File: config.mk
export PLATFORM = sky130hd
export DESIGN_NAME = io_regs
export DESIGN_NICKNAME = d
export VERILOG_FILES = /design/src/source/cache_pkg.sv /design/src/source/io_regs.sv
export SDC_FILE = /design/constraint.sdc
export NUM_CORES = 1
export LEC_CHECK = 0
export ABC_AREA = 1
export CAP_MARGIN = 0
export CORE_MARGIN = 2
export CORE_UTILIZATION = 25
export CTS_CLUSTER_DIAMETER = 200
export DETAILED_ROUTE_END_ITERATION = 6
export DONT_BUFFER_PORTS = 1
export GPL_ROUTABILITY_DRIVEN = 0
export PLACE_DENSITY_LB_ADDON = 0.25
export SYNTH_ARGS = -nofsm -noshare
export SYNTH_HDL_FRONTEND = slang
export SYNTH_SLANG_ARGS = --single-unit
File: constraint.sdc
create_clock -name clk_i -period 0.85 [get_ports clk_i]
set_input_delay 0.1275 -clock clk_i [delete_from_list [all_inputs] [get_ports clk_i]]
set_output_delay 0.1275 -clock clk_i [all_outputs]
set_load 0.005 [all_outputs]
File: src/source/cache_pkg.sv
package cache_pkg;

	// words per cache line, fixes the line type width
	localparam int LINE_WORDS = 4;

	// one full cache line, word 0 in the low bits
	typedef logic [LINE_WORDS-1:0][31:0] line_data_t;

	// request from the pipeline to one memory part
	typedef struct packed {
		logic [31:0] addr;
		logic [31:0] data;
		// 1 for a store
		logic        rw;
		logic        valid;
	} cpu_req_t;

	// answer back to the pipeline
	typedef struct packed {
		logic [31:0] data;
		// load data valid or store done this cycle
		logic        ready;
	} cpu_result_t;

	// miss handling states of the data cache
	typedef enum logic [1:0] {
		ST_COMPARE,
		ST_WRITE_BACK,
		ST_ALLOCATE
	} cache_state_e;

endpackage

File: src/source/io_regs.sv
`timescale 1ns/100ps

module io_regs (
	input  logic                   clk_i,
	input  logic                   rst_ni,
	input  cache_pkg::cpu_req_t    req_i,
	output cache_pkg::cpu_result_t res_o,
	output logic [31:0]            led_o
);

	logic [31:0] regs_q [4];
	logic [1:0]  sel;

	// word select within the block
	assign sel = req_i.addr[3:2];

	always_ff @(posedge clk_i, negedge rst_ni) begin
		if (!rst_ni) begin
			for (int i = 0; i < 4; i++) begin
				regs_q[i] <= '0;
			end
		end else if (req_i.valid && req_i.rw) begin
			regs_q[sel] <= req_i.data;
		end
	end

	// no wait states
	assign res_o.ready = req_i.valid;
	assign res_o.data  = regs_q[sel];

	// register 0 is the led port
	assign led_o = regs_q[0];

endmodule

==> run metrics <==
outcome=finished, violations left; violated checks=negative hold slack, negative setup slack; Std-Cell Rows=58; H-Tree Depth=4; Synth area leaders=dfrtp_1, nand2_1, nand3_1, buf_4, buf_2; DR iter-0 viols=326; I/O Pins=133; initial antenna violation count=1; Yosys top cell area share=50.0%; fraction of layout cells with a size suffix above 1=16.4%; Tcrit/Tclk final=143%; data required time of the critical path=720 ps; Mapped Area=0.00641 mm^2; clk slew on worst S/H paths=60 ps; Post-Syn Nets=970; first-pass GRT wire length=32,900 um; Net Sw Power=5410 uW; fin crit period=1210 ps; CP Launch Type=flip-flop; vias in the first global route=5,642; Final Setup Violations=64; Seq pwr share=42.4%; number of detailed-route iterations in the first pass=4; CTS Buf Count=17; Synth cell types=11; hold slack=-588 ps; Clock Latency Late Sink=410 ps; switching fraction of total power=29.0%; Hold Vio Cnt, Final=128; Yosys reg bits=128; TritonCTS sink count=128; worst slew pin tran=295 ps; Power Density=2270 mW/mm^2; maximum buffer depth of the clock tree=2; YS warnings=0; cell-internal power=13,200 uW; Chip Width=164 um; Total GRT Usage=16.0%; worst vdd ir=1.09 mV; crit path DAT=1090 ps; Final ANT Viol Nets=0; unrepaired setup endpoints after global routing=true; max_slew headroom=80.4%; CP Class=reg2out; Syn Area/Cell=7.10 um^2; Logic pwr share=19.7%; non-filler instance count after layout=1,289; Vias=5,670; power after layout=18,700 uW; HP Class=in2async; nets=1,013; DRC=0; Synth Instances=902; Die Span Y=164 um; CTS Hold Bufs=32; Die ar.=0.0269 mm^2; Seq/Total Area, Yosys=50.0%; CP endpoint kind=output pin; clock skew=0 ps; Crit Path Max Fanout=3; port bufs=0; final worst slack=-365 ps; Placed Instances=1,195; Yosys top cell by area=dfrtp_1; vias per cell=4.40; area delta synth->final=28.3%; Initial Util=25.4%; Pleak=0.00444 uW; CTS tree=done; max-slew violation count=0; dpl hpwl=12,500 um; GRT Residual Overflow=0; DR WL/cell=15.9 um; final wirelength=20,500 um; power share of the clock group=37.9%; Max Cap Viol=0; Max Freq=0.823 GHz; Core ar.=0.0252 mm^2; pin count of the biggest net entering global routing=129; Root Buffer=clkbuf_16
## layout make-up
class,count,area (um^2)
multi-input combinational,682,2820
antenna,1,2.50
fill,2726,17000
tap,330,413
inverter,4,18.8
clock inverter,10,86.3
sequential,128,3200
timing repair buffer,112,1210
clock buffer,22,474
## cell usage in the layout, fill, tap and decap left out, types with 2 or more instances in the layout
| master | Yosys | routed |
|---|---|---|
| nand2_2 | 0 | 39 |
| clkbuf_8 | 0 | 3 |
| nand3_1 | 96 | 96 |
| dfrtp_1 | 128 | 128 |
| buf_6 | 0 | 30 |
| buf_4 | 33 | 36 |
| clkbuf_1 | 11 | 2 |
| clkinv_2 | 0 | 6 |
| nor2_4 | 0 | 4 |
| nand2_1 | 582 | 542 |
| buf_12 | 0 | 14 |
| dlygate4sd3_1 | 0 | 32 |
| clkinvlp_4 | 0 | 3 |
| clkbuf_16 | 0 | 17 |
## sequential cells by signal, summed over array words and instances, names as in the netlist
| register | cells |
|---|---|
| regs_q | 96 |
| led_o | 32 |
## Yosys cell counts (all sizes together)
library cell and n:
nand2 582, dfrtp 128, nand3 96, buf 77, clkbuf 11, inv 4, nor2 4
## power by group through the flow
stage	clock [uW]	sequential (uW)	combinational, uW
3_3_place_gp	0	7990	2800
2_1_floorplan	0	7840	2430
3_5_place_dp	0	8000	2860
4_1_cts	7260	7930	3310
6_report	7060	7920	3670
5_1_grt	7510	8080	4260
## path summary, 6_finish.rpt
check	cells after the start	to	slack, ps	from
min in group clk_i	4	regs_q[82]	90	req_i[37]
worst max-delay path	4	res_o[4]	-360	led_o[3]
worst max register to register	4	led_o[17]	10	led_o[17]
max in group asynchronous	0	regs_q[67]	1230	rst_ni
worst min-delay path	0	led_o[17]	-590	rst_ni
worst min register to register	2	regs_q[28]	470	regs_q[28]
## per-layer routing
metal,GRT usage (%),share of wire [%],vias up
li1,-,-,2829
met1,21.4,46,2701
met2,25.5,47,125
met3,4.39,6.0,15
met4,4.03,1.2,0
met5,0,0,-
## worst max-delay path, cell delays in order (launching register included)
cell     delay (ps)
dfrtp_1         400
nand2_1          70
nand2_1          60
nand2_1          60
nand2_2          80
## per-stage QoR
stage	instance area, um^2	worst slack (ps)	util, %	TNS [ps]	hold WS, ps
finish	8220	-365	32.6	-16940	-588
global route	8220	-448	32.6	-20630	-609
CTS	7970	-379	31.6	-17610	-613
detailed placement	6920	-203	27.5	-23210	-160
global placement	6920	-192	27.5	-20890	-161
floorplan	6530	-9.69	-	-590	-168
## repair_timing
action / 4_1_cts / 5_1_grt
buffers inserted: 6 / 23
pin swaps: 59 / 34
gates resized for setup: 40 / 26
hold endpoints to repair: 256 / 128
endpoints found under the setup margin: 64 / 64
## cell families after synthesis
| kind of cell | Yosys count | share of synthesized area [%] |
|---|---|---|
| simple gates | 682 | 41.9 |
| flops | 128 | 50.0 |
| buf+inv | 92 | 8.06 |
(Power assumes the default switching activity.)
