`src/source/cache_pkg.sv`:
```
package cache_pkg;

	// words per cache line, fixes the line type width
	localparam int LINE_WORDS = 4;

	// one full cache line, word 0 in the low bits
	typedef logic [LINE_WORDS-1:0][31:0] line_data_t;

	// request from the pipeline to one memory part
	typedef struct packed {
		logic [31:0] addr;
		logic [31:0] data;
		// 1 for a store
		logic        rw;
		logic        valid;
	} cpu_req_t;

	// answer back to the pipeline
	typedef struct packed {
		logic [31:0] data;
		// load data valid or store done this cycle
		logic        ready;
	} cpu_result_t;

	// miss handling states of the data cache
	typedef enum logic [1:0] {
		ST_COMPARE,
		ST_WRITE_BACK,
		ST_ALLOCATE
	} cache_state_e;

endpackage

```
`src/source/mem_bus_if.sv`:
```
`timescale 1ns/100ps

interface mem_bus_if;

	// request side, held stable until ready
	logic                    valid;
	logic                    we;
	logic [31:0]             line_addr;
	cache_pkg::line_data_t   wdata;
	// answer side, ready is a one-cycle pulse
	logic                    ready;
	cache_pkg::line_data_t   rdata;

	modport master (
		output valid, we, line_addr, wdata,
		input  ready, rdata
	);

	modport slave (
		input  valid, we, line_addr, wdata,
		output ready, rdata
	);

endinterface

```
`src/source/d_cache.sv`:
```
`timescale 1ns/100ps

module d_cache #(
	parameter int NUM_LINES = 16
) (
	input  logic                   clk_i,
	input  logic                   rst_ni,
	input  cache_pkg::cpu_req_t    cpu_req_i,
	output cache_pkg::cpu_result_t cpu_res_o,
	mem_bus_if.master              mem,
	output logic [31:0]            acc_cnt_o,
	output logic [31:0]            hit_cnt_o,
	output logic [31:0]            miss_cnt_o
);

	// address split: tag | index | word | byte
	localparam int WORD_W   = $clog2(cache_pkg::LINE_WORDS);
	localparam int OFFSET_W = WORD_W + 2;
	localparam int INDEX_W  = $clog2(NUM_LINES);
	localparam int TAG_W    = 32 - OFFSET_W - INDEX_W;

	cache_pkg::cache_state_e state_q, state_d;

	// per-line status, cleared by reset
	logic [NUM_LINES-1:0] valid_q;
	logic [NUM_LINES-1:0] dirty_q;
	// tag and data storage
	logic [TAG_W-1:0]          tag_arr  [NUM_LINES];
	cache_pkg::line_data_t     data_arr [NUM_LINES];

	// set once the line was refilled for this access
	logic miss_q;

	logic [31:0] acc_q, hit_q, miss_cnt_q;

	logic [INDEX_W-1:0] idx;
	logic [TAG_W-1:0]   req_tag;
	logic [WORD_W-1:0]  word;
	logic               hit;
	logic               alloc_done;

	assign idx     = cpu_req_i.addr[OFFSET_W +: INDEX_W];
	assign req_tag = cpu_req_i.addr[31 -: TAG_W];
	assign word    = cpu_req_i.addr[2 +: WORD_W];

	// tag compare and next state
	always_comb begin
		state_d = state_q;
		hit     = 1'b0;
		case (state_q)
			cache_pkg::ST_COMPARE: begin
				if (cpu_req_i.valid) begin
					if (valid_q[idx] && (tag_arr[idx] == req_tag)) begin
						hit = 1'b1;
					end else if (valid_q[idx] && dirty_q[idx]) begin
						// old line must go out first
						state_d = cache_pkg::ST_WRITE_BACK;
					end else begin
						state_d = cache_pkg::ST_ALLOCATE;
					end
				end
			end
			cache_pkg::ST_WRITE_BACK: begin
				if (mem.ready) begin
					state_d = cache_pkg::ST_ALLOCATE;
				end
			end
			cache_pkg::ST_ALLOCATE: begin
				// retry the compare, which hits now
				if (mem.ready) begin
					state_d = cache_pkg::ST_COMPARE;
				end
			end
			default: state_d = cache_pkg::ST_COMPARE;
		endcase
	end

	assign alloc_done = (state_q == cache_pkg::ST_ALLOCATE) && mem.ready;

	// bus request stays up for the whole miss state
	assign mem.valid = (state_q != cache_pkg::ST_COMPARE);
	assign mem.we    = (state_q == cache_pkg::ST_WRITE_BACK);
	assign mem.wdata = data_arr[idx];
	// victim address rebuilt from the stored tag
	assign mem.line_addr = (state_q == cache_pkg::ST_WRITE_BACK) ?
		{tag_arr[idx], idx, {OFFSET_W{1'b0}}} :
		{cpu_req_i.addr[31:OFFSET_W], {OFFSET_W{1'b0}}};

	assign cpu_res_o.ready = hit;
	assign cpu_res_o.data  = data_arr[idx][word];

	always_ff @(posedge clk_i, negedge rst_ni) begin
		if (!rst_ni) begin
			state_q    <= cache_pkg::ST_COMPARE;
			valid_q    <= '0;
			dirty_q    <= '0;
			miss_q     <= 1'b0;
			acc_q      <= '0;
			hit_q      <= '0;
			miss_cnt_q <= '0;
		end else begin
			state_q <= state_d;
			// refilled line is clean
			if (alloc_done) begin
				valid_q[idx] <= 1'b1;
				dirty_q[idx] <= 1'b0;
				miss_q       <= 1'b1;
			end
			if (hit && cpu_req_i.rw) begin
				dirty_q[idx] <= 1'b1;
			end
			// classify the access when it completes
			if (hit) begin
				acc_q  <= acc_q + 32'd1;
				miss_q <= 1'b0;
				if (miss_q) begin
					miss_cnt_q <= miss_cnt_q + 32'd1;
				end else begin
					hit_q <= hit_q + 32'd1;
				end
			end
		end
	end

	// line storage
	always_ff @(posedge clk_i) begin
		if (alloc_done) begin
			data_arr[idx] <= mem.rdata;
			tag_arr[idx]  <= req_tag;
		end else if (hit && cpu_req_i.rw) begin
			data_arr[idx][word] <= cpu_req_i.data;
		end
	end

	assign acc_cnt_o  = acc_q;
	assign hit_cnt_o  = hit_q;
	assign miss_cnt_o = miss_cnt_q;

endmodule

```
`src/flat_wrapper.sv`:
```
// flat-port wrapper written by rule: the top's interface ports become plain ports
module d_cache_flat 
#(
	parameter int NUM_LINES = 16
)
  (clk_i, rst_ni, cpu_req_i, cpu_res_o, acc_cnt_o, hit_cnt_o, miss_cnt_o, mem_valid, mem_we, mem_line_addr, mem_wdata, mem_ready, mem_rdata);
  mem_bus_if mem_i ();
  input  logic clk_i;
  input  logic rst_ni;
  input  cache_pkg::cpu_req_t cpu_req_i;
  output cache_pkg::cpu_result_t cpu_res_o;
  output logic [31:0] acc_cnt_o;
  output logic [31:0] hit_cnt_o;
  output logic [31:0] miss_cnt_o;
  output wire logic [$bits(mem_i.valid)-1:0] mem_valid;
  output wire logic [$bits(mem_i.we)-1:0] mem_we;
  output wire logic [$bits(mem_i.line_addr)-1:0] mem_line_addr;
  output wire logic [$bits(mem_i.wdata)-1:0] mem_wdata;
  input wire logic [$bits(mem_i.ready)-1:0] mem_ready;
  input wire logic [$bits(mem_i.rdata)-1:0] mem_rdata;
  assign mem_valid = mem_i.valid;
  assign mem_we = mem_i.we;
  assign mem_line_addr = mem_i.line_addr;
  assign mem_wdata = mem_i.wdata;
  assign mem_i.ready = mem_ready;
  assign mem_i.rdata = mem_rdata;
  d_cache #(.NUM_LINES(NUM_LINES)) u_core (.clk_i(clk_i), .rst_ni(rst_ni), .cpu_req_i(cpu_req_i), .cpu_res_o(cpu_res_o), .mem(mem_i), .acc_cnt_o(acc_cnt_o), .hit_cnt_o(hit_cnt_o), .miss_cnt_o(miss_cnt_o));
endmodule
```
`config.mk`:
```
export PLATFORM = sky130hd
export DESIGN_NAME = d_cache_flat
export DESIGN_NICKNAME = d
export VERILOG_FILES = /design/src/source/cache_pkg.sv /design/src/source/mem_bus_if.sv /design/src/source/d_cache.sv /design/src/flat_wrapper.sv
export SDC_FILE = /design/constraint.sdc
export NUM_CORES = 2
export LEC_CHECK = 0
export BUFFER_PORTS_ARGS = -buffer_cell sky130_fd_sc_hd__buf_2
export CAP_MARGIN = 20
export CORE_MARGIN = 8
export CORE_UTILIZATION = 50
export DETAILED_ROUTE_END_ITERATION = 8
export GPL_ROUTABILITY_DRIVEN = 0
export PLACE_DENSITY = 0.69
export SLEW_MARGIN = 20
export SYNTH_ARGS = -nofsm -noshare
export SYNTH_HDL_FRONTEND = slang
export SYNTH_SLANG_ARGS = --single-unit
```
`constraint.sdc`:
```
create_clock -name clk_i -period 6 [get_ports clk_i]
set_clock_uncertainty 0.15 [all_clocks]
set_input_delay 0.6 -clock clk_i [delete_from_list [all_inputs] [get_ports clk_i]]
set_output_delay 0.6 -clock clk_i [all_outputs]
set_load 0.005 [all_outputs]
```
==> reports/metrics.yaml <==
run_status: "finished, final reports clean"
clk_latency_ns: 0.91
cts-htree-levels: 5
power_density_nw_per_um2: 329
hpwl_um: 170000
drtIter0Drc: 6690
worstPathMaxFanout: 79
fin_crit_ns: 5.28
instances_no_fill: 8128
max_slew_margin: 0.259
post-place-ws_ns: 0.347
grt_use_met1: 0.327
synth_cell_type_count: 59
synth_warnings: 0
pwr-share-clk: 0.423
arrival_ns: 4.53
p_sw_frac: 0.216
cts_root_buffer: "clkbuf_16"
power_frac_seq: 0.511
postCtsHoldBufs: 29
place_inst: 7577
synth_xor_xnor_area_share: 0.0101
drv_slew: 0
synth_top_area_share: 0.721
area.growth.synth_to_final_pct: 16.4
synth-edff-count: 2432
grt_max_degree: 147
fin_crit_sh: 0.880
critPathMostFrequentCell: "buf_4"
cts_tree: "done"
power_uw: 38800
antenna_found_initial: 53
post-cts-setup-buffers: 0
max_slew.worst_pin.slew_ns: 1.11
rsz0062_at_grt: "false"
critical_path.max_stage_delay_ns: 0.85
power_frac_comb: 0.066
crit_chain: "buf_8 -> buf_4 -> buf_4 -> buf_4 -> mux4_2 -> mux4_2 -> buf_2"
cp.depth: 7
avgSynthCellArea_um2: 22.3
cts_buffers: 276
synthFlopType: "edfxtp_1"
num_io_pins: 488
yosysSeqAreaShare: 0.753
p_switching_uw: 8380
initial_core_util: 0.502
synth.cell_area_um2: 101000
synth_top_family_by_area: "multiplexers"
critPathLaunchType: "input pin"
dieWidth_um: 466
criticalPathCategory: "in2out"
fmax_ghz: 0.189
grt_pass1_vias: 51600
global_route.usage.met3: 0.0674
min_path_cells: 2
ant_nets: 0
final_nets: 5412
fp.dieArea_um2: 217000
async_flop_share: 0.0511
worst-path-buf-inv: 5
cpLargestDelayFamily: "buffers and inverters"
synthAdderAreaFrac: 0.000371
placeableCoreArea_um2: 202000
synth_seq_cells: 2563
finalSetupViolCount: 0
post_drt_wl_per_cell_um: 35.4
gr-total-overflow: 0
muxShareOfSynthArea: 0.192
yosys-top-cells-count: "2432 x edfxtp_1, 753 x mux4_2, 163 x clkbuf_1"
vias_per_cell: 6.39
track_usage: 0.260
fin_util: 0.585
hold_viol: 0
die_h_um: 466
post-synth-top-area-cell: "edfxtp_1"
grt_pass1_wl_um: 398000
num_rows: 165
drive_above_1_share: 0.372
crit_slowest_cell: "buf_4"
drc: 0
top_usage_layer: "met2"
cellInternalPower_uw: 30400
routed_wl_um: 288000
setup_slack_ns: 0.720
io_buffers: 481
dr.pass1.iters: 5
num_vias: 51900
clk_path_buf_depth: 4
end_kind: "primary output"
yosysMostFrequentCell: "edfxtp_1"
post_cts_resized: 0
hold_class: "in2reg"
reg2reg_depth: 12
syn_inst: 4540
synthTopCellsByArea: "edfxtp_1 72%, mux4_2 17%, dfrtp_1 3.2%"
max-vdd-ir-drop_mv: 0.293
drv_cap: 0
leakage_uw: 0.0389
tns_ns: 0
synth_compound_area_frac: 0.0118
cp.required_ns: 5.25
met2_usage: 0.421
synth-simple-area-share: 0.0192
cts.clk_slew.worst_paths_ns: 0.06
cts_num_sinks: 2563
==> stage by stage <==
stage | instance area, um2 | hold slack [ns]
after floorplan | 101000 | 0.154
after global placement | 109000 | 0.296
after detailed placement | 109000 | 0.300
after CTS | 118000 | 0.00217
after global routing | 118000 | 0.0190
final | 118000 | 0.0399
==> state kept, by name (all words and copies together) (netlist names), named ones only <==
| name | cells |
|---|---|
| u_core.data_arr | 2048 |
| u_core.tag_arr | 384 |
| u_core.acc_cnt_o | 32 |
| u_core.hit_cnt_o | 32 |
| u_core.miss_cnt_o | 32 |
| u_core.valid_q | 16 |
| u_core.state_q | 2 |
| u_core.dirty_q | 1 |
| u_core.miss_q | 1 |
==> power by group through the flow <==
| stage | Sequential, uW | Clock [uW] | Combinational, uW |
|---|---|---|---|
| after detailed placement | 20200 | 0 | 2550 |
| after CTS | 19800 | 16600 | 2580 |
| after global placement | 20200 | 0 | 2520 |
| after floorplan | 20200 | 0 | 1300 |
| after global routing | 19800 | 17300 | 2660 |
| final | 19800 | 16400 | 2560 |
==> worst reg2reg max path: cells and delay by family, from the launching register on <==
kind,cells,cell delay (ns)
and+or+nand+nor,4,1.64
buffers and inverters,3,0.76
AOI/OAI and AO/OA,4,1.06
DFF,1,0.36
muxes,1,0.52
==> worst paths after layout <==
kind | start | endpoint | slack (ns)
worst max-delay path | cpu_req_i[41] | cpu_res_o[6] | 0.72
min in group asynchronous | rst_ni | u_core.miss_cnt_o[24] | 0.15
worst max register to register | u_core.tag_arr[7][11] | u_core.data_arr[2][66] | 1.13
max in group asynchronous | rst_ni | u_core.hit_cnt_o[19] | 4.25
worst min-delay path | mem_rdata[2] | u_core.data_arr[0][2] | 0.04
worst min register to register | u_core.valid_q[1] | u_core.valid_q[1] | 0.31
==> logic make-up after synthesis <==
family          Yosys count
simple gates            378
mux                     984
buf+inv                 293
compound gates          201
flops                  2563
other cells               1
xor+xnor                117
fa+ha+maj                 3
==> layout make-up <==
class / count / area, um2
repair buffers: 654 / 4820
well taps: 2672 / 3340
diodes: 50 / 125
clock buffers: 346 / 7510
inverters: 30 / 113
multi-input cells: 1687 / 24500
flip-flops and latches: 2563 / 76300
fillers: 14200 / 83800
clock inverters: 126 / 1140
==> placed cells by master (no fill, tap or decap), types with 51 or more instances in the layout <==
master,instances
a21oi_4,64
mux2_2,145
dfrtp_1,130
buf_4,66
xor2_1,75
o21ai_0,61
mux4_2,753
buf_12,79
buf_2,475
clkbuf_16,289
mux2i_1,80
clkbuf_1,51
nand2_1,93
clkinv_1,52
edfxtp_1,2432
==> per-layer routing <==
metal / vias to the layer above / part of all wire
met5: - / 0.00042
met4: 18 / 0.055
met3: 559 / 0.10
met2: 2884 / 0.49
met1: 27900 / 0.35
li1: 20600 / -
(Power assumes the default switching activity.)
