[src/source/cache_pkg.sv]
package cache_pkg;

	// words per cache line, fixes the line type width
	localparam int LINE_WORDS = 4;

	// one full cache line, word 0 in the low bits
	typedef logic [LINE_WORDS-1:0][31:0] line_data_t;

	// request from the pipeline to one memory part
	typedef struct packed {
		logic [31:0] addr;
		logic [31:0] data;
		// 1 for a store
		logic        rw;
		logic        valid;
	} cpu_req_t;

	// answer back to the pipeline
	typedef struct packed {
		logic [31:0] data;
		// load data valid or store done this cycle
		logic        ready;
	} cpu_result_t;

	// miss handling states of the data cache
	typedef enum logic [1:0] {
		ST_COMPARE,
		ST_WRITE_BACK,
		ST_ALLOCATE
	} cache_state_e;

endpackage

[src/source/pipe_pkg.sv]
package pipe_pkg;

	// memory operation of the instruction in MEM
	typedef enum logic [1:0] {
		MEM_NONE,
		MEM_LOAD,
		MEM_STORE
	} mem_op_e;

	// source of the register writeback value
	typedef enum logic [1:0] {
		WB_ALU,
		WB_MEM,
		WB_PC4
	} wb_sel_e;

	// addr[31:28] of the uncached register block
	localparam logic [3:0] IO_REGION = 4'hF;

endpackage

[src/source/mem_stage.sv]
`timescale 1ns/100ps

module mem_stage (
	input  logic                   clk_i,
	input  logic                   rst_ni,
	input  logic [31:0]            alu_i,
	input  logic [31:0]            rs2_i,
	input  logic [31:0]            pc4_i,
	input  logic [31:0]            inst_i,
	input  pipe_pkg::mem_op_e      mem_op_i,
	input  pipe_pkg::wb_sel_e      wb_sel_i,
	input  logic                   reg_wen_i,
	input  logic [4:0]             rd_i,
	input  logic                   enable_i,
	input  logic                   flush_i,
	input  logic                   stall_by_icache_i,
	output logic [31:0]            alu_wb_o,
	output logic [31:0]            pc4_wb_o,
	output logic [31:0]            mem_wb_o,
	output logic [31:0]            inst_wb_o,
	output pipe_pkg::wb_sel_e      wb_sel_wb_o,
	output logic                   reg_wen_wb_o,
	output logic [4:0]             rd_wb_o,
	output logic                   stall_o,
	output cache_pkg::cpu_req_t    dc_req_o,
	input  cache_pkg::cpu_result_t dc_res_i,
	output cache_pkg::cpu_req_t    io_req_o,
	input  cache_pkg::cpu_result_t io_res_i
);

	logic        is_io;
	logic        mem_act;
	logic [31:0] load_data;

	// address decode
	assign is_io   = (alu_i[31:28] == pipe_pkg::IO_REGION);
	// no request while fetch is stalled
	assign mem_act = (mem_op_i != pipe_pkg::MEM_NONE) && !stall_by_icache_i;

	assign dc_req_o.addr  = alu_i;
	assign dc_req_o.data  = rs2_i;
	assign dc_req_o.rw    = (mem_op_i == pipe_pkg::MEM_STORE);
	assign dc_req_o.valid = mem_act && !is_io;

	assign io_req_o.addr  = alu_i;
	assign io_req_o.data  = rs2_i;
	assign io_req_o.rw    = (mem_op_i == pipe_pkg::MEM_STORE);
	assign io_req_o.valid = mem_act && is_io;

	// result merge, zero unless a load
	assign load_data = (mem_op_i != pipe_pkg::MEM_LOAD) ? 32'd0 :
		is_io ? io_res_i.data : dc_res_i.data;

	// hold upstream until the selected part answers
	assign stall_o = (dc_req_o.valid && !dc_res_i.ready) ||
		(io_req_o.valid && !io_res_i.ready);

	// MEM/WB register
	always_ff @(posedge clk_i, negedge rst_ni) begin
		if (!rst_ni) begin
			alu_wb_o     <= '0;
			pc4_wb_o     <= '0;
			mem_wb_o     <= '0;
			inst_wb_o    <= '0;
			wb_sel_wb_o  <= pipe_pkg::WB_ALU;
			reg_wen_wb_o <= 1'b0;
			rd_wb_o      <= '0;
		end else if (enable_i && !stall_o) begin
			if (flush_i) begin
				// bubble
				alu_wb_o     <= '0;
				pc4_wb_o     <= '0;
				mem_wb_o     <= '0;
				inst_wb_o    <= '0;
				wb_sel_wb_o  <= pipe_pkg::WB_ALU;
				reg_wen_wb_o <= 1'b0;
				rd_wb_o      <= '0;
			end else begin
				alu_wb_o     <= alu_i;
				pc4_wb_o     <= pc4_i;
				mem_wb_o     <= load_data;
				inst_wb_o    <= inst_i;
				wb_sel_wb_o  <= wb_sel_i;
				reg_wen_wb_o <= reg_wen_i;
				rd_wb_o      <= rd_i;
			end
		end
	end

endmodule

[config.mk]
export PLATFORM = sky130hd
export DESIGN_NAME = mem_stage
export DESIGN_NICKNAME = d
export VERILOG_FILES = /design/src/source/cache_pkg.sv /design/src/source/pipe_pkg.sv /design/src/source/mem_stage.sv
export SDC_FILE = /design/constraint.sdc
export NUM_CORES = 1
export LEC_CHECK = 0
export BUFFER_PORTS_ARGS = -buffer_cell sky130_fd_sc_hd__buf_2
export CAP_MARGIN = 30
export CORE_AREA = 2 2 186 188
export CTS_CLUSTER_SIZE = 14
export DETAILED_ROUTE_END_ITERATION = 6
export DIE_AREA = 0 0 188 190
export PLACE_DENSITY = 0.44
export SLEW_MARGIN = 20
export SYNTH_ARGS = -nofsm -noshare
export SYNTH_HDL_FRONTEND = slang
export SYNTH_SLANG_ARGS = --single-unit
[constraint.sdc]
create_clock -name clk_i -period 1.4 [get_ports clk_i]
set_input_delay 0.28 -clock clk_i [delete_from_list [all_inputs] [get_ports clk_i]]
set_output_delay 0.28 -clock clk_i [all_outputs]
set_load 0.01 [all_outputs]
==> flow_summary.html <==
<table>
<tr><th>Metric</th><th>Value</th></tr>
<tr><th colspan="2">Logic synthesis</th></tr>
<tr><td>Post-Synthesis Mean Instance Area</td><td>about 11 um^2</td></tr>
<tr><td>Register area share after synthesis</td><td>0.470</td></tr>
<tr><td>Summed instance area of the synthesized netlist</td><td>a little over 7000 um^2</td></tr>
<tr><td>Cells taking the most area after synthesis</td><td>sky130_fd_sc_hd__dfrtp_1 (47%), sky130_fd_sc_hd__mux2_2 (15%), sky130_fd_sc_hd__buf_4 (14%), sky130_fd_sc_hd__nor2b_1 (9.1%), sky130_fd_sc_hd__mux2_1 (6.2%)</td></tr>
<tr><td>Cell type with the largest total area after synthesis</td><td>sky130_fd_sc_hd__dfrtp_1</td></tr>
<tr><td>Area share of the leading cell type in the synthesized netlist</td><td>0.470</td></tr>
<tr><td>Synthesized net count</td><td>860</td></tr>
<tr><td>Number of synthesized flops with an enable pin</td><td>0</td></tr>
<tr><td>Warning count from the yosys run</td><td>0</td></tr>
<tr><td>Most frequently used flop master after synthesis</td><td>sky130_fd_sc_hd__dfrtp_1</td></tr>
<tr><td>Count of different cell masters after synthesis</td><td>17</td></tr>
<tr><td>Cell with the most instances after synthesis</td><td>sky130_fd_sc_hd__buf_4</td></tr>
<tr><td>Share of synthesized flip-flops with an asynchronous set or reset</td><td>1.00</td></tr>
<tr><td>Synth top cells by count</td><td>sky130_fd_sc_hd__buf_4 (139), sky130_fd_sc_hd__dfrtp_1 (136), sky130_fd_sc_hd__nor2b_1 (105)</td></tr>
<tr><td>Gate count after technology mapping</td><td>between 600 and 700</td></tr>
<tr><td>Register bit count reported by yosys</td><td>about 140</td></tr>
<tr><th colspan="2">Floorplanning</th></tr>
<tr><td>Initial Util</td><td>0.213</td></tr>
<tr><td>Io pins</td><td>478</td></tr>
<tr><td>Core area</td><td>about 34000 um^2</td></tr>
<tr><td>FP Rows</td><td>68</td></tr>
<tr><td>DIE WIDTH</td><td>188 um</td></tr>
<tr><td>Die area</td><td>around 36000 um^2</td></tr>
<tr><td>Die H</td><td>approximately 190 um</td></tr>
<tr><th colspan="2">Clock network</th></tr>
<tr><td>Clock insertion delay at the later pin of the skew report</td><td>between 0.4 and 0.5 ns</td></tr>
<tr><td>TritonCTS clock tree</td><td>done</td></tr>
<tr><td>Clock Root Buffer</td><td>sky130_fd_sc_hd__clkbuf_16</td></tr>
<tr><td>Sinks on Clock Net</td><td>136</td></tr>
<tr><td>Worst-case clock buffer depth</td><td>2</td></tr>
<tr><td>H-tree levels</td><td>4</td></tr>
<tr><td>Inserted Clock Buffers</td><td>17</td></tr>
<tr><td>Clock input transition at the sequential cells of the worst setup and hold paths</td><td>0.06 ns</td></tr>
<tr><th colspan="2">Setup path</th></tr>
<tr><td>Startpoint of the worst-slack reg-to-reg timing path</td><td>mem_wb_o[28]$_DFFE_PN0P_</td></tr>
<tr><td>Sort of element at the start of the critical path</td><td>primary input</td></tr>
<tr><td>Critical Setup Path Class</td><td>primary input to register</td></tr>
<tr><td>Reg2Reg Setup Slack</td><td>0.60 ns</td></tr>
<tr><td>Critical path arrival</td><td>1.73 ns</td></tr>
<tr><td>Capture point of the worst reg-to-reg path</td><td>mem_wb_o[28]$_DFFE_PN0P_</td></tr>
<tr><td>Type of element capturing the critical path</td><td>register</td></tr>
<tr><td>Peak fanout along the critical path</td><td>25</td></tr>
<tr><td>Depth of the worst register-to-register path</td><td>1</td></tr>
<tr><td>Req. time, crit path</td><td>roughly 1.7 ns</td></tr>
<tr><th colspan="2">Job</th></tr>
<tr><td>Number of maximum-capacitance constraint violations</td><td>0</td></tr>
<tr><th colspan="2">STA</th></tr>
<tr><td>Post-route fraction of the period consumed by the critical path</td><td>1.02</td></tr>
<tr><td>Timing-limited maximum frequency</td><td>around 0.7 GHz</td></tr>
<tr><td>Unrepaired setup endpoints after global routing</td><td>true</td></tr>
<tr><td>Total negative slack for setup checks</td><td>-0.458 ns</td></tr>
<tr><td>Final clock skew</td><td>0 ns</td></tr>
<tr><td>Post-route setup slack</td><td>-0.0323 ns</td></tr>
<tr><td>Relative max-transition margin</td><td>0.712</td></tr>
<tr><td>Shortest clock period the worst path allows after layout</td><td>~1.4 ns</td></tr>
<tr><td>Actual slew at the worst max-slew pin</td><td>around 0.43 ns</td></tr>
<tr><td>Final hold slack</td><td>slightly below 0.2 ns</td></tr>
<tr><td>Final slew viol count</td><td>0</td></tr>
<tr><td>Final setup violation count</td><td>39</td></tr>
<tr><td>Hold Violations, Final</td><td>0</td></tr>
<tr><th colspan="2">Placed design</th></tr>
<tr><td>Placed inst area</td><td>roughly 9100 um^2</td></tr>
<tr><td>HPWL after DPL</td><td>between 15000 and 20000 um</td></tr>
<tr><td>Placement Setup Slack</td><td>-0.402 ns</td></tr>
<tr><td>Routability congestion estimate from global placement</td><td>about 0.8</td></tr>
<tr><td>Number of buffers inserted by port buffering</td><td>around 380</td></tr>
<tr><th colspan="2">Cells and area</th></tr>
<tr><td>Final design instance area without fill</td><td>roughly 9900 um^2</td></tr>
<tr><td>Share of cells above drive strength 1</td><td>0.614</td></tr>
<tr><td>Nets</td><td>1151</td></tr>
<tr><td>Post-layout util</td><td>0.291</td></tr>
<tr><td>Area growth from synthesis to layout</td><td>36.5%</td></tr>
<tr><th colspan="2">Outcome</th></tr>
<tr><td>Outcome</td><td>complete, but fails checks</td></tr>
<tr><td>Violated checks</td><td>setup timing</td></tr>
<tr><th colspan="2">Routing</th></tr>
<tr><td>Remaining number of nets flagged by the antenna check after routing</td><td>0</td></tr>
<tr><td>Total detailed-routing wirelength</td><td>between 20000 and 25000 um</td></tr>
<tr><td>Detailed-route wire length per cell</td><td>roughly 16 um</td></tr>
<tr><td>Routed vias</td><td>5482</td></tr>
<tr><td>Length of the first detailed-routing pass in iterations</td><td>4</td></tr>
<tr><td>Remaining routing DRC violations</td><td>0</td></tr>
<tr><td>Initial DRC Count</td><td>approximately 160</td></tr>
<tr><td>Avg Vias per Cell</td><td>slightly below 4</td></tr>
<tr><th colspan="2">Hold path</th></tr>
<tr><td>Endpoint, Worst Hold</td><td>pc4_wb_o[7]$_DFFE_PN0P_</td></tr>
<tr><td>Hold/Removal Path Class</td><td>primary input to register</td></tr>
<tr><td>Number of cells on the worst hold path</td><td>3</td></tr>
<tr><td>Start point of the worst min-delay path</td><td>pc4_i[7]</td></tr>
<tr><th colspan="2">Global routing</th></tr>
<tr><td>First-pass GRT wire length</td><td>approximately 33000 um</td></tr>
<tr><td>All-layer global routing usage</td><td>0.121</td></tr>
<tr><td>Vias in the first global route</td><td>between 5000 and 6000</td></tr>
<tr><td>Largest net degree at the start of global routing</td><td>40</td></tr>
<tr><td>Antenna violations before repair</td><td>0</td></tr>
<tr><td>Total congestion overflow after global routing</td><td>0</td></tr>
<tr><th colspan="2">Power</th></tr>
<tr><td>Power density over cell area</td><td>around 1100 nW/um^2</td></tr>
<tr><td>Static power due to leakage</td><td>5.22 nW</td></tr>
<tr><td>Max VDD drop</td><td>around 0.77 mV</td></tr>
</table>
==> critical path, stage by stage <==
cell	delay, ns
sky130_fd_sc_hd__buf_2	0.12
sky130_fd_sc_hd__nand4_1	0.23
sky130_fd_sc_hd__nand2_2	0.12
sky130_fd_sc_hd__a31oi_4	0.20
sky130_fd_sc_hd__buf_12	0.21
sky130_fd_sc_hd__buf_16	0.20
sky130_fd_sc_hd__mux2_2	0.35
==> how the worst max path moves through the flow <==
stage                         start                  endpoint  slack (ns)  depth (start not counted)
after floorplan           alu_i[29]   alu_wb_o[0]$_DFFE_PN0P_       -0.23                          8
after global placement    alu_i[29]  mem_wb_o[27]$_DFFE_PN0P_       -0.38                          7
after detailed placement  alu_i[29]  mem_wb_o[23]$_DFFE_PN0P_       -0.40                          7
after CTS                 alu_i[30]               io_req_o[0]       0.006                          5
after global routing      alu_i[31]  mem_wb_o[27]$_DFFE_PN0P_       -0.07                          7
final                     alu_i[31]  mem_wb_o[23]$_DFFE_PN0P_       -0.03                          7
==> metal layers <==
| metal | vias up | GRT usage | share of wire |
|---|---|---|---|
| li1 | 2595 | - | - |
| met1 | 2637 | 0.136 | 0.40 |
| met2 | 182 | 0.212 | 0.51 |
| met3 | 68 | 0.0280 | 0.053 |
| met4 | 0 | 0.0630 | 0.039 |
| met5 | - | 0 | 0 |
==> through the flow <==
| step | instances | power (mW) |
|---|---|---|
| after global routing | 1410 | 11.9 |
| after floorplan | 651 | 5.91 |
| after global placement | 1370 | 6.77 |
| after detailed placement | 1370 | 6.78 |
| final | 1411 | 11.3 |
| after CTS | 1403 | 11.5 |
==> registers in the layout (all words and copies together) (netlist names) <==
register      cells
inst_wb_o        32
alu_wb_o         32
reg_wen_wb_o      1
mem_wb_o         32
rd_wb_o           5
wb_sel_wb_o       2
pc4_wb_o         32
==> cells by family after synthesis <==
kind of cell | Yosys count | share of synthesized area
and+or+nand+nor | 180 | 0.131
AOI/OAI and AO/OA | 33 | 0.0230
buffers and inverters | 166 | 0.164
muxes | 136 | 0.212
DFF | 136 | 0.470
==> power by group <==
group / internal, mW / leakage [nW] / switching (mW) / total (mW)
logic: 1.13 / 3.16 / 1.06 / 2.19
registers: 4.31 / 1.78 / 0.189 / 4.50
clock network: 2.69 / 0.270 / 1.89 / 4.58
==> timing repair <==
action | in CTS | in global routing
setup buffers | 0 | 6
endpoints found under the setup margin | 2 | 43
hold buffers | 1 | 0
endpoints found under the hold margin | 32 | 0
gates resized for setup | 4 | 14
cloned | 0 | 1
pin swaps | 1 | 4
==> cell usage in the layout, fill, tap and decap left out, types with 2 or more instances in the layout <==
master	n
sky130_fd_sc_hd__a21oi_1	32
sky130_fd_sc_hd__buf_12	12
sky130_fd_sc_hd__buf_2	375
sky130_fd_sc_hd__buf_4	43
sky130_fd_sc_hd__buf_6	3
sky130_fd_sc_hd__bufinv_16	2
sky130_fd_sc_hd__clkbuf_16	18
sky130_fd_sc_hd__clkinv_4	2
sky130_fd_sc_hd__clkinvlp_4	6
sky130_fd_sc_hd__dfrtp_1	136
sky130_fd_sc_hd__mux2_1	24
sky130_fd_sc_hd__mux2_2	96
sky130_fd_sc_hd__mux2_4	16
sky130_fd_sc_hd__nand2_1	65
sky130_fd_sc_hd__nand2_2	2
sky130_fd_sc_hd__nor2_1	3
sky130_fd_sc_hd__nor2b_1	105
==> layout make-up <==
cell class / instances / area [um^2]
Timing Repair Buffer: 437 / 2550
Tap cell: 455 / 569
Clock inverter: 13 / 148
Antenna cell: 1 / 2.50
Fill cell: 3599 / 24100
Clock buffer: 19 / 443
Sequential cell: 136 / 3400
Multi-Input combinational cell: 349 / 2750
Inverter: 1 / 3.75
No activity file was read; power rests on OpenSTA's default activity.
